### src/hdl/saci_macros.svh
`ifndef SACI_MACROS_SVH
`define SACI_MACROS_SVH

// ------------------------------
// Widths
// ------------------------------

// Data and address word
`define SACI_WORD_W 8

// One bit per display segment, a to g
`define SACI_SEG_W 7

// ------------------------------
// Memory map
// ------------------------------

// Address bit that switches reads and writes to the RAM byte
`define SACI_RAM_BIT 7

// Program ROM index bits, 8 words aliased below 0x80
`define SACI_ROM_AW 3

// ------------------------------
// Instruction codes, upper nibble of a word
// ------------------------------
`define SACI_OP_HLT 4'hF
`define SACI_OP_STA 4'h1
`define SACI_OP_LDA 4'h2
`define SACI_OP_ADD 4'h3

`endif

### src/hdl/saci_pkg.sv
`include "saci_macros.svh"

package saci_pkg;

    // Data bus and address bus share one width
    typedef logic [`SACI_WORD_W-1:0] word_t;

    // Segment a in the top bit, segment g in bit 0, active high
    typedef logic [`SACI_SEG_W-1:0] seg_t;

    // Controller states
    // Fetch twice, then one execute state per instruction
    typedef enum logic [2:0] {
        ST_FETCH_OP   = 3'd0,
        ST_FETCH_ADDR = 3'd1,
        ST_EXEC_LDA   = 3'd2,
        ST_EXEC_ADD   = 3'd3,
        ST_EXEC_STA   = 3'd4
    } state_t;

    // Translated opcode
    // Unknown codes fold into HLT
    typedef enum logic [1:0] {
        OP_HLT = 2'd0,
        OP_STA = 2'd1,
        OP_LDA = 2'd2,
        OP_ADD = 2'd3
    } op_t;

endpackage

### src/hdl/hex_to_seg.sv
module hex_to_seg (
    input  logic [3:0]     nibble,
    output saci_pkg::seg_t seg
);

    // Active-high abcdefg, segment a in the top bit
    always_comb begin
        case (nibble)
            4'h0: seg = 7'h7E;
            4'h1: seg = 7'h30;
            4'h2: seg = 7'h6D;
            4'h3: seg = 7'h79;
            4'h4: seg = 7'h33;
            4'h5: seg = 7'h5B;
            4'h6: seg = 7'h5F;
            4'h7: seg = 7'h70;
            4'h8: seg = 7'h7F;
            4'h9: seg = 7'h7B;
            // Letters, lower case b and d
            4'hA: seg = 7'h77;
            4'hB: seg = 7'h1F;
            4'hC: seg = 7'h4E;
            4'hD: seg = 7'h3D;
            4'hE: seg = 7'h4F;
            4'hF: seg = 7'h47;
            default: seg = '0;
        endcase
    end

endmodule

### src/hdl/saci_control.sv
`include "saci_macros.svh"

module saci_control (
    input  logic             clk,
    input  logic             rst,
    input  saci_pkg::word_t  mem_rdata,
    output logic             addr_from_pc,
    output logic             rem_en,
    output logic             ac_en,
    output logic             alu_add,
    output logic             mem_write,
    output logic             pc_en,
    output saci_pkg::state_t state
);
    import saci_pkg::*;

    state_t state_q;
    state_t state_d;
    op_t    op_now;
    op_t    op_q;

    // Four-bit code to two-bit opcode
    function automatic op_t decode_op(input logic [3:0] code);
        op_t op;
        case (code)
            `SACI_OP_STA: op = OP_STA;
            `SACI_OP_LDA: op = OP_LDA;
            `SACI_OP_ADD: op = OP_ADD;
            // HLT and every undefined code
            default:      op = OP_HLT;
        endcase
        return op;
    endfunction

    // ------------------------------
    // Opcode translator and latch
    // ------------------------------

    // Opcode of the word on the bus, valid during opcode fetch
    assign op_now = decode_op(mem_rdata[`SACI_WORD_W-1:`SACI_WORD_W-4]);

    // Hold the opcode once the bus moves on to the operand
    always_ff @(posedge clk or posedge rst) begin
        if (rst) begin
            op_q <= OP_HLT;
        end else if (state_q == ST_FETCH_OP) begin
            op_q <= op_now;
        end
    end

    // ------------------------------
    // State register and next state
    // ------------------------------
    always_ff @(posedge clk or posedge rst) begin
        if (rst) begin
            state_q <= ST_FETCH_OP;
        end else begin
            state_q <= state_d;
        end
    end

    always_comb begin
        case (state_q)
            // HLT parks the machine here
            ST_FETCH_OP:   state_d = (op_now == OP_HLT) ? ST_FETCH_OP : ST_FETCH_ADDR;
            ST_FETCH_ADDR: begin
                // Dispatch on the latched opcode
                case (op_q)
                    OP_STA:  state_d = ST_EXEC_STA;
                    OP_LDA:  state_d = ST_EXEC_LDA;
                    OP_ADD:  state_d = ST_EXEC_ADD;
                    default: state_d = ST_FETCH_OP;
                endcase
            end
            ST_EXEC_LDA,
            ST_EXEC_ADD,
            ST_EXEC_STA:   state_d = ST_FETCH_OP;
            // Undefined encodings recover to opcode fetch
            default:       state_d = ST_FETCH_OP;
        endcase
    end

    // ------------------------------
    // Control outputs
    // ------------------------------

    // Moore enables, decoded from the state alone
    assign addr_from_pc = (state_q == ST_FETCH_OP) || (state_q == ST_FETCH_ADDR);
    assign rem_en       = (state_q == ST_FETCH_ADDR);
    assign ac_en        = (state_q == ST_EXEC_LDA) || (state_q == ST_EXEC_ADD);
    assign alu_add      = (state_q == ST_EXEC_ADD);
    assign mem_write    = (state_q == ST_EXEC_STA);

    // Mealy PC enable
    // Fetch-op looks at the bus, fetch-addr at the latch
    always_comb begin
        case (state_q)
            ST_FETCH_OP:   pc_en = (op_now != OP_HLT);
            ST_FETCH_ADDR: pc_en = (op_q != OP_HLT);
            default:       pc_en = 1'b0;
        endcase
    end

    assign state = state_q;

endmodule

### src/hdl/saci_pc.sv
module saci_pc (
    input  logic            clk,
    input  logic            rst,
    input  logic            pc_en,
    output saci_pkg::word_t pc
);
    import saci_pkg::*;

    word_t pc_q;
    word_t pc_inc;

    // Incrementer wraps past 0xFF
    assign pc_inc = pc_q + word_t'(1);

    // Advance only in cycles the controller enables
    always_ff @(posedge clk or posedge rst) begin
        if (rst) begin
            pc_q <= '0;
        end else if (pc_en) begin
            pc_q <= pc_inc;
        end
    end

    assign pc = pc_q;

endmodule

### src/hdl/saci_datapath.sv
module saci_datapath (
    input  logic            clk,
    input  logic            rst,
    input  saci_pkg::word_t pc,
    input  saci_pkg::word_t mem_rdata,
    input  logic            addr_from_pc,
    input  logic            rem_en,
    input  logic            ac_en,
    input  logic            alu_add,
    output saci_pkg::word_t mem_addr,
    output saci_pkg::word_t ac
);
    import saci_pkg::*;

    word_t rem_q;
    word_t ac_q;
    word_t alu_out;

    // ------------------------------
    // Memory address register
    // ------------------------------

    // Captures the operand address during fetch-addr
    always_ff @(posedge clk or posedge rst) begin
        if (rst) begin
            rem_q <= '0;
        end else if (rem_en) begin
            rem_q <= mem_rdata;
        end
    end

    // PC during fetch, REM during execute
    assign mem_addr = addr_from_pc ? pc : rem_q;

    // ------------------------------
    // ALU and accumulator
    // ------------------------------

    // Pass for LDA, add for ADD
    // Carry out of bit 7 is dropped
    assign alu_out = alu_add ? word_t'(mem_rdata + ac_q) : mem_rdata;

    always_ff @(posedge clk or posedge rst) begin
        if (rst) begin
            ac_q <= '0;
        end else if (ac_en) begin
            ac_q <= alu_out;
        end
    end

    // Accumulator is also the store data
    assign ac = ac_q;

endmodule

### src/hdl/saci_memory.sv
`include "saci_macros.svh"

module saci_memory (
    input  logic            clk,
    input  logic            rst,
    input  saci_pkg::word_t mem_addr,
    input  saci_pkg::word_t wdata,
    input  logic            mem_write,
    output saci_pkg::word_t mem_rdata,
    output saci_pkg::word_t ram_q
);
    import saci_pkg::*;

    logic  ram_sel;
    word_t rom_word;
    word_t ram_byte;

    // Top half of the map goes to the RAM byte
    assign ram_sel = mem_addr[`SACI_RAM_BIT];

    // ------------------------------
    // Program ROM
    // ------------------------------

    // Only the low index bits decode, so the program repeats every 8 words
    always_comb begin
        case (mem_addr[`SACI_ROM_AW-1:0])
            3'd0: rom_word = 8'h20;  // LDA
            3'd1: rom_word = 8'h07;  //   from 7
            3'd2: rom_word = 8'h30;  // ADD
            3'd3: rom_word = 8'h07;  //   from 7
            3'd4: rom_word = 8'h10;  // STA
            3'd5: rom_word = 8'h80;  //   to 0x80
            3'd6: rom_word = 8'hF0;  // HLT
            3'd7: rom_word = 8'h05;  // Operand data
            default: rom_word = '0;
        endcase
    end

    // ------------------------------
    // RAM byte
    // ------------------------------

    // Answers to any address with the RAM bit set
    always_ff @(posedge clk or posedge rst) begin
        if (rst) begin
            ram_byte <= '0;
        end else if (mem_write && ram_sel) begin
            ram_byte <= wdata;
        end
    end

    // Combinational read
    assign mem_rdata = ram_sel ? ram_byte : rom_word;

    // Raw RAM contents for the display
    assign ram_q = ram_byte;

endmodule

### src/hdl/saci_top.sv
`include "saci_macros.svh"

module saci_top (
    input  logic             clk,
    input  logic             rst,
    output saci_pkg::state_t state,
    output saci_pkg::seg_t   addr_seg,
    output logic             addr_msb,
    output saci_pkg::seg_t   ram_seg
);
    import saci_pkg::*;

    // Control strobes
    logic  addr_from_pc;
    logic  rem_en;
    logic  ac_en;
    logic  alu_add;
    logic  mem_write;
    logic  pc_en;

    // Buses
    word_t pc;
    word_t mem_addr;
    word_t mem_rdata;
    word_t ac;
    word_t ram_q;

    // ------------------------------
    // Processor
    // ------------------------------
    saci_control u_control (
        .clk          (clk),
        .rst          (rst),
        .mem_rdata    (mem_rdata),
        .addr_from_pc (addr_from_pc),
        .rem_en       (rem_en),
        .ac_en        (ac_en),
        .alu_add      (alu_add),
        .mem_write    (mem_write),
        .pc_en        (pc_en),
        .state        (state)
    );

    saci_pc u_pc (
        .clk   (clk),
        .rst   (rst),
        .pc_en (pc_en),
        .pc    (pc)
    );

    saci_datapath u_datapath (
        .clk          (clk),
        .rst          (rst),
        .pc           (pc),
        .mem_rdata    (mem_rdata),
        .addr_from_pc (addr_from_pc),
        .rem_en       (rem_en),
        .ac_en        (ac_en),
        .alu_add      (alu_add),
        .mem_addr     (mem_addr),
        .ac           (ac)
    );

    // Store data comes straight from the accumulator
    saci_memory u_memory (
        .clk       (clk),
        .rst       (rst),
        .mem_addr  (mem_addr),
        .wdata     (ac),
        .mem_write (mem_write),
        .mem_rdata (mem_rdata),
        .ram_q     (ram_q)
    );

    // ------------------------------
    // Displays
    // ------------------------------

    // Low nibble of the address on the bus
    hex_to_seg addr_disp (
        .nibble (mem_addr[3:0]),
        .seg    (addr_seg)
    );

    // Low nibble of the stored result
    hex_to_seg ram_disp (
        .nibble (ram_q[3:0]),
        .seg    (ram_seg)
    );

    // Top address bit shown on its own LED
    assign addr_msb = mem_addr[`SACI_WORD_W-1];

endmodule

### config.mk
export PLATFORM = sky130hd
export DESIGN_NAME = saci_top
export DESIGN_NICKNAME = d
export VERILOG_FILES = /design/src/hdl/saci_pkg.sv /design/src/hdl/hex_to_seg.sv /design/src/hdl/saci_control.sv /design/src/hdl/saci_pc.sv /design/src/hdl/saci_datapath.sv /design/src/hdl/saci_memory.sv /design/src/hdl/saci_top.sv
export VERILOG_INCLUDE_DIRS = /design/src /design/src/hdl
export SDC_FILE = /design/constraint.sdc
export NUM_CORES = 1
export LEC_CHECK = 0
export BUFFER_PORTS_ARGS = -buffer_cell sky130_fd_sc_hd__buf_2
export CAP_MARGIN = 0
export CORE_UTILIZATION = 40
export CTS_BUF_LIST = sky130_fd_sc_hd__clkbuf_4 sky130_fd_sc_hd__clkbuf_8 sky130_fd_sc_hd__clkbuf_16
export CTS_CLUSTER_SIZE = 30
export DETAILED_ROUTE_END_ITERATION = 7
export SKIP_CTS_REPAIR_TIMING = 1
export SLEW_MARGIN = 25
export SYNTH_ARGS = -nofsm -noshare
export SYNTH_HDL_FRONTEND = slang
export SYNTH_SLANG_ARGS = --single-unit
### constraint.sdc
create_clock -name clk -period 4.2 [get_ports clk]
set_clock_uncertainty 0.1 [all_clocks]
set_input_delay 0.21 -clock clk [delete_from_list [all_inputs] [get_ports clk]]
set_output_delay 0.21 -clock clk [all_outputs]
set_load 0.1 [all_outputs]
Word level (Yosys, flattened, before mapping):

Memory sizes are Yosys's and may differ from the RTL's.
Index checks and enable logic that the tools add are counted.

* flip-flop bits (word level): 37
* bits in read-only memories: 280
* bits of input ports: 2
* word-level logic and storage cells: 36
* memories: 3

Memory list
* (no name shown): depth 16, width 7, read ports 1, clocked after Yosys merged registers in 0, write ports 0, line hex_to_seg.sv:8 `case (nibble)`
* (no name shown): depth 16, width 7, read ports 1, clocked after Yosys merged registers in 0, write ports 0, line hex_to_seg.sv:8
* (no name shown): depth 8, width 7, read ports 1, clocked after Yosys merged registers in 0, write ports 0, line saci_memory.sv:27 `` case (mem_addr[`SACI_ROM_AW-1:0]) ``

* $add $sub $neg: 2
* eq/ne operators: 10
* muxes and demuxes: 8
* reduce and logical (&&, ||, !) cells: 7

Operators with widths (number)
* $mux W8: 3
* $pmux W3 S3: 1
* $add A8 B1 Y8 const B: 1
* $add A8 B8 Y8: 1
* $eq A4 B2 Y1 const B: 2
* $eq A3 B2 Y1 const B: 2
* $pmux W2 S3: 1
* $pmux W3 S2: 1
* $eq A2 B2 Y1 const B: 2
* $eq A4 B1 Y1 const B: 1
* $reduce_bool A2 Y1: 2
* $eq A3 B1 Y1 const B: 1
* $eq A3 B3 Y1 const B: 1
* $logic_not A3 Y1: 1
* $eq A2 B1 Y1 const B: 1
* $logic_not A2 Y1: 1
* $logic_or A1 B1 Y1: 2
* $pmux W1 S2: 1
* $logic_and A1 B1 Y1: 1
* $mux W1: 1

Longest topological paths before layout:

An unclocked memory read counts as a cell.

* depth after elaboration: 10
* mapped depth: 17
* mapped depth without buffers: 16

Modules after synthesis:

A second synthesis with hierarchy kept.

* cells, all modules: 278
* area, all modules: 2778.9 sq um

By module, submodules not included
* saci_datapath: times used 1, cells each 110, area an instance 1109.8 sq um, sequential area each 400.4 sq um
* saci_memory: times used 1, cells each 46, area an instance 466.7 sq um, sequential area each 200.2 sq um
* saci_pc: times used 1, cells each 27, area an instance 345.3 sq um, sequential area each 200.2 sq um
* hex_to_seg at ram_disp: times used 1, cells each 33, area an instance 295.3 sq um, sequential area each 0.0 sq um
* hex_to_seg at addr_disp: times used 1, cells each 33, area an instance 290.3 sq um, sequential area each 0.0 sq um
* saci_control: times used 1, cells each 29, area an instance 271.5 sq um, sequential area each 125.1 sq um

Worst setup path after synthesis:

OpenSTA, ideal clock, no wires.

* path type: reg2out
* from: register u_control.state_q[1] (netlist: u_control.state[1])
* to: output addr_seg[3]
* arrival time: 4.439 ns
* required time: 3.890 ns
* setup slack: -0.549 ns
* cell stages (with the launch flop): 8
* path buffers: 1
* path through: dfrtp_1 > buf_2 > nor2_2 > mux2i_1 > inv_1 > ha_1 > a21oi_1 > o21ai_0

* word-level cells in the longest chain between the ends: 4
* elaborated cells on any way between the ends: 5

RTL lines
* from (decl): line saci_control.sv:17 `state_t state_q;`
* from (signal assigned): line saci_control.sv:58 `state_q <= state_d;`
* $eq A3 B1 Y1 / $logic_not A3 Y1 (equally long branches): line saci_control.sv:88 `assign addr_from_pc = (state_q == ST_FETCH_OP) || (state_q == ST_FETCH_ADDR);`
* $logic_or A1 B1 Y1 *: line saci_control.sv:88
* $mux W8 *: line saci_datapath.sv:33 `assign mem_addr = addr_from_pc ? pc : rem_q;`
* $mem_v2 Z16 W7 *
* to (decl): line saci_top.sv:7 `output saci_pkg::seg_t addr_seg,`

Mark *: on every way between the ends. The rest lies on a longest branch, timed or not.

Final worst setup path:

* from: register u_control.state_q[1] (netlist: u_control.state[1])
* to: register u_datapath.ac_q[6] (netlist: u_datapath.ac[6])

* word-level cells in the longest chain between the ends: 7
* elaborated cells on any way between the ends: 11

RTL lines
* $eq A3 B1 Y1 / $logic_not A3 Y1 (equally long branches): line saci_control.sv:88
* $logic_or A1 B1 Y1 *: line saci_control.sv:88
* $mux W8 *: line saci_datapath.sv:33
* $mem_v2 Z8 W7
* $mux W8 *: line saci_memory.sv:54 `assign mem_rdata = ram_sel ? ram_byte : rom_word;`
* via mem_rdata[0]: line saci_top.sv:24 `word_t mem_rdata;`
* $add A8 B8 Y8 *: line saci_datapath.sv:41 `assign alu_out = alu_add ? word_t'(mem_rdata + ac_q) : mem_rdata;`
* $mux W8 *: line saci_datapath.sv:41
* to (signal assigned): line saci_datapath.sv:47 `ac_q <= alu_out;`
* to (decl): line saci_datapath.sv:16 `word_t ac_q;`

The timed path passes the listed nets; every way through them passes the cells marked *.
A chain may end at the register's enable or synchronous reset.

==> flow_summary.ini <==
[floorplanning]
dieArea_sq_um = 7120
die_x_um = 84.4
num_rows = 29
core_sq_um = 6460
num_io_pins = 20
initial_core_util_pct = 42.1
die_h_um = 84.4

[detailed_routing]
finalWirelength_um = 6120
drc = 2
route.vias.total = 2308
viasPerCell = 5.52
drt-initial-drc-count = 148
drtAntennaViolNets = 0
drt_first_pass_iters = 6
wire_per_inst_um = 14.6

[clock_tree]
cts.sinks = 34
clk_pin_slew_ps = 80
clockBufferDepth = 2
cts_made_buffers = 5
cts-root-buf = clkbuf_8
worst_skew_pair.late_latency_ps = 290
htreeDepth = 2
cts_tree = yes

[sta]
finalCriticalPeriod_ps = 3790
worst_slack_ps = 406
slew_headroom_pct = 43.6
whs_ps = 391
rsz0062_at_grt = no
period_share_pct = 90.3
final.setup.tns_ps = 0
worst_slew_pin_slew_ps = 842
hold_viol = 0
max_freq_ghz = 0.264
slew_violations = 0
finalSetupViolCount = 0

[synth]
yosysTopAreaCell = dfrtp_1
synth_edf_count = 0
synth_cell_types = 62
synth_area_sq_um = 2720
yosys_register_bits = 34
syn_area_per_cell_sq_um = 8.41
synth_top_area_share_pct = 31.3
syn-instance-count = 323
ys_warn_count = 0
synthArstFlopShare_pct = 100
ys_dominant_reg_cell = dfrtp_1
synth.area.top_cells = dfrtp_1 (31%), ha_1 (10%), a21oi_1 (5.2%), nand2_1 (5.1%), o21ai_0 (3.7%)
syn_nets = 348
synth_seq_area_share_pct = 31.3

[worst_setup_path]
startpoint_type = flip-flop
path_class = flip-flop to flip-flop
critPathMaxFanout = 12
crit_top_cell = a21oi_1
worstSetupEndpointType = flip-flop
crit_chain = nor2_2 -> mux2_2 -> ha_1 -> a21oi_1 -> a211oi_1 -> a21oi_1 -> inv_1 -> ha_1 -> fa_1 -> a21o_1 -> a21oi_1 -> nand2b_1 -> o21ai_1 -> mux2i_1 -> o31a_1
crit_path_max_incr_delay_ps = 490
cp.arrival_ps = 3870
crit_required_ps = 4280
cp_slowest_cell = dfrtp_2

[finish]
final_cell_mix = nand2_1 (37), dfrtp_1 (32), a21oi_1 (27)
layout.nets = 365
antenna_cells = 0
multi_input_area_sq_um = 1750
n_fill_cell = 636
syn_to_final_growth_pct = 10.2
instances_no_fill = 418
final_common_cell = nand2_1
seq_area_sq_um = 853
drive_gt1_share_pct = 15.8

[outcome]
status = complete, but fails checks
failed_checks = DRC

[global_routing]
grt_start_max_net_pins = 35
grt_usage_pct = 18.4
antenna_found_initial = 0
grt_pass1_wl_um = 10400
first_global_vias = 2141
grt_overflow_total = 0

[job]
maxCapViolCount = 0

[placement]
port_buffers = 19
placedCellCount = 409
pre_cts_slack_ps = 419
detailed_place_hpwl_um = 4530
place.gp.congestion = 0.773

[power]
power.total_mw = 0.599
pwr_density_cell_nw_per_um2 = 200
ir_worst_vdd_v = 0.000100
power_leakage_nw = 1.39

[min_path]
worstHoldPathType = flip-flop to flip-flop
==> state kept, by name, indices dropped and copies added, names as in the netlist <==
| register | flops |
|---|---|
| u_control.op_q | 2 |
| u_memory.ram_q | 8 |
| u_pc.pc | 8 |
| u_datapath.ac | 8 |
| u_datapath.rem_q | 5 |
| u_control.state | 3 |
==> power by group <==
group | leakage [nW] | switching, mW | internal, mW
logic | 0.907 | 0.00683 | 0.00162
registers | 0.435 | 0 | 0.327
clock network | 0.0517 | 0.125 | 0.139
==> logic make-up after synthesis <==
logic type                 count (synthesis)  synth area share, %
xor gates and xnor gates                   8                 2.58
DFF                                       34                 31.3
muxes                                     16                 6.26
AOI/OAI and AO/OA                         93                 22.6
adders and majority gates                 23                 10.9
buffers and inverters                     31                 4.74
and+or+nand+nor                          118                 21.6
==> layout make-up <==
type	count	area share, %
clock buffer	7	3.01
multi-input combinational	258	58.3
sequential	34	28.5
inverter	16	2.01
clock inverter	1	0.167
timing repair buffer	25	4.76
tap	77	3.22
==> critical path, delay by kind of cell, from the launching register on <==
kind	cells	cell delay [ps]
flops	1	490
fa+ha+maj	3	880
buf+inv	1	70
compound gates	7	1150
simple gates	2	410
mux	2	570
==> path summary, 6_finish.rpt <==
kind,start,to,slack [ps],cells past startpoint
setup / recovery,u_control.state[1],u_datapath.ac[6],410,15
hold / removal,u_pc.pc[4],u_pc.pc[4],390,1
setup reg to reg,u_control.state[1],u_datapath.ac[6],410,15
hold reg to reg,u_pc.pc[4],u_pc.pc[4],390,1
max in group asynchronous,rst,u_control.state[1],3190,4
min in group asynchronous,rst,u_pc.pc[6],470,4
==> layer usage <==
| layer | global-route usage, % | routed length [um] |
|---|---|---|
| met1 | 24.2 | 3020 |
| met2 | 31.3 | 2860 |
| met3 | 2.36 | 140 |
| met4 | 6.47 | 95 |
| met5 | 0 | 0 |
==> synthesized netlist by cell type, drive strengths merged, types with 5 or more instances <==
master / count
a21o: 6
a21oi: 29
a31oi: 7
buf: 5
clkbuf: 10
dfrtp: 34
ha: 22
inv: 16
mux2: 8
mux2i: 8
nand2: 37
nand3: 14
nor2: 26
nor3: 8
nor4: 7
o21ai: 25
xnor2: 6
==> per-stage QoR <==
step / instance area [sq um] / utilization [%]
4_1_cts: 2970 / 46.0
6_report: 2990 / 46.4
3_5_place_dp: 2880 / 44.6
2_1_floorplan: 2720 / -
3_3_place_gp: 2880 / 44.6
5_1_grt: 2990 / 46.4
Note: power is estimated with default switching activity, not from simulation.
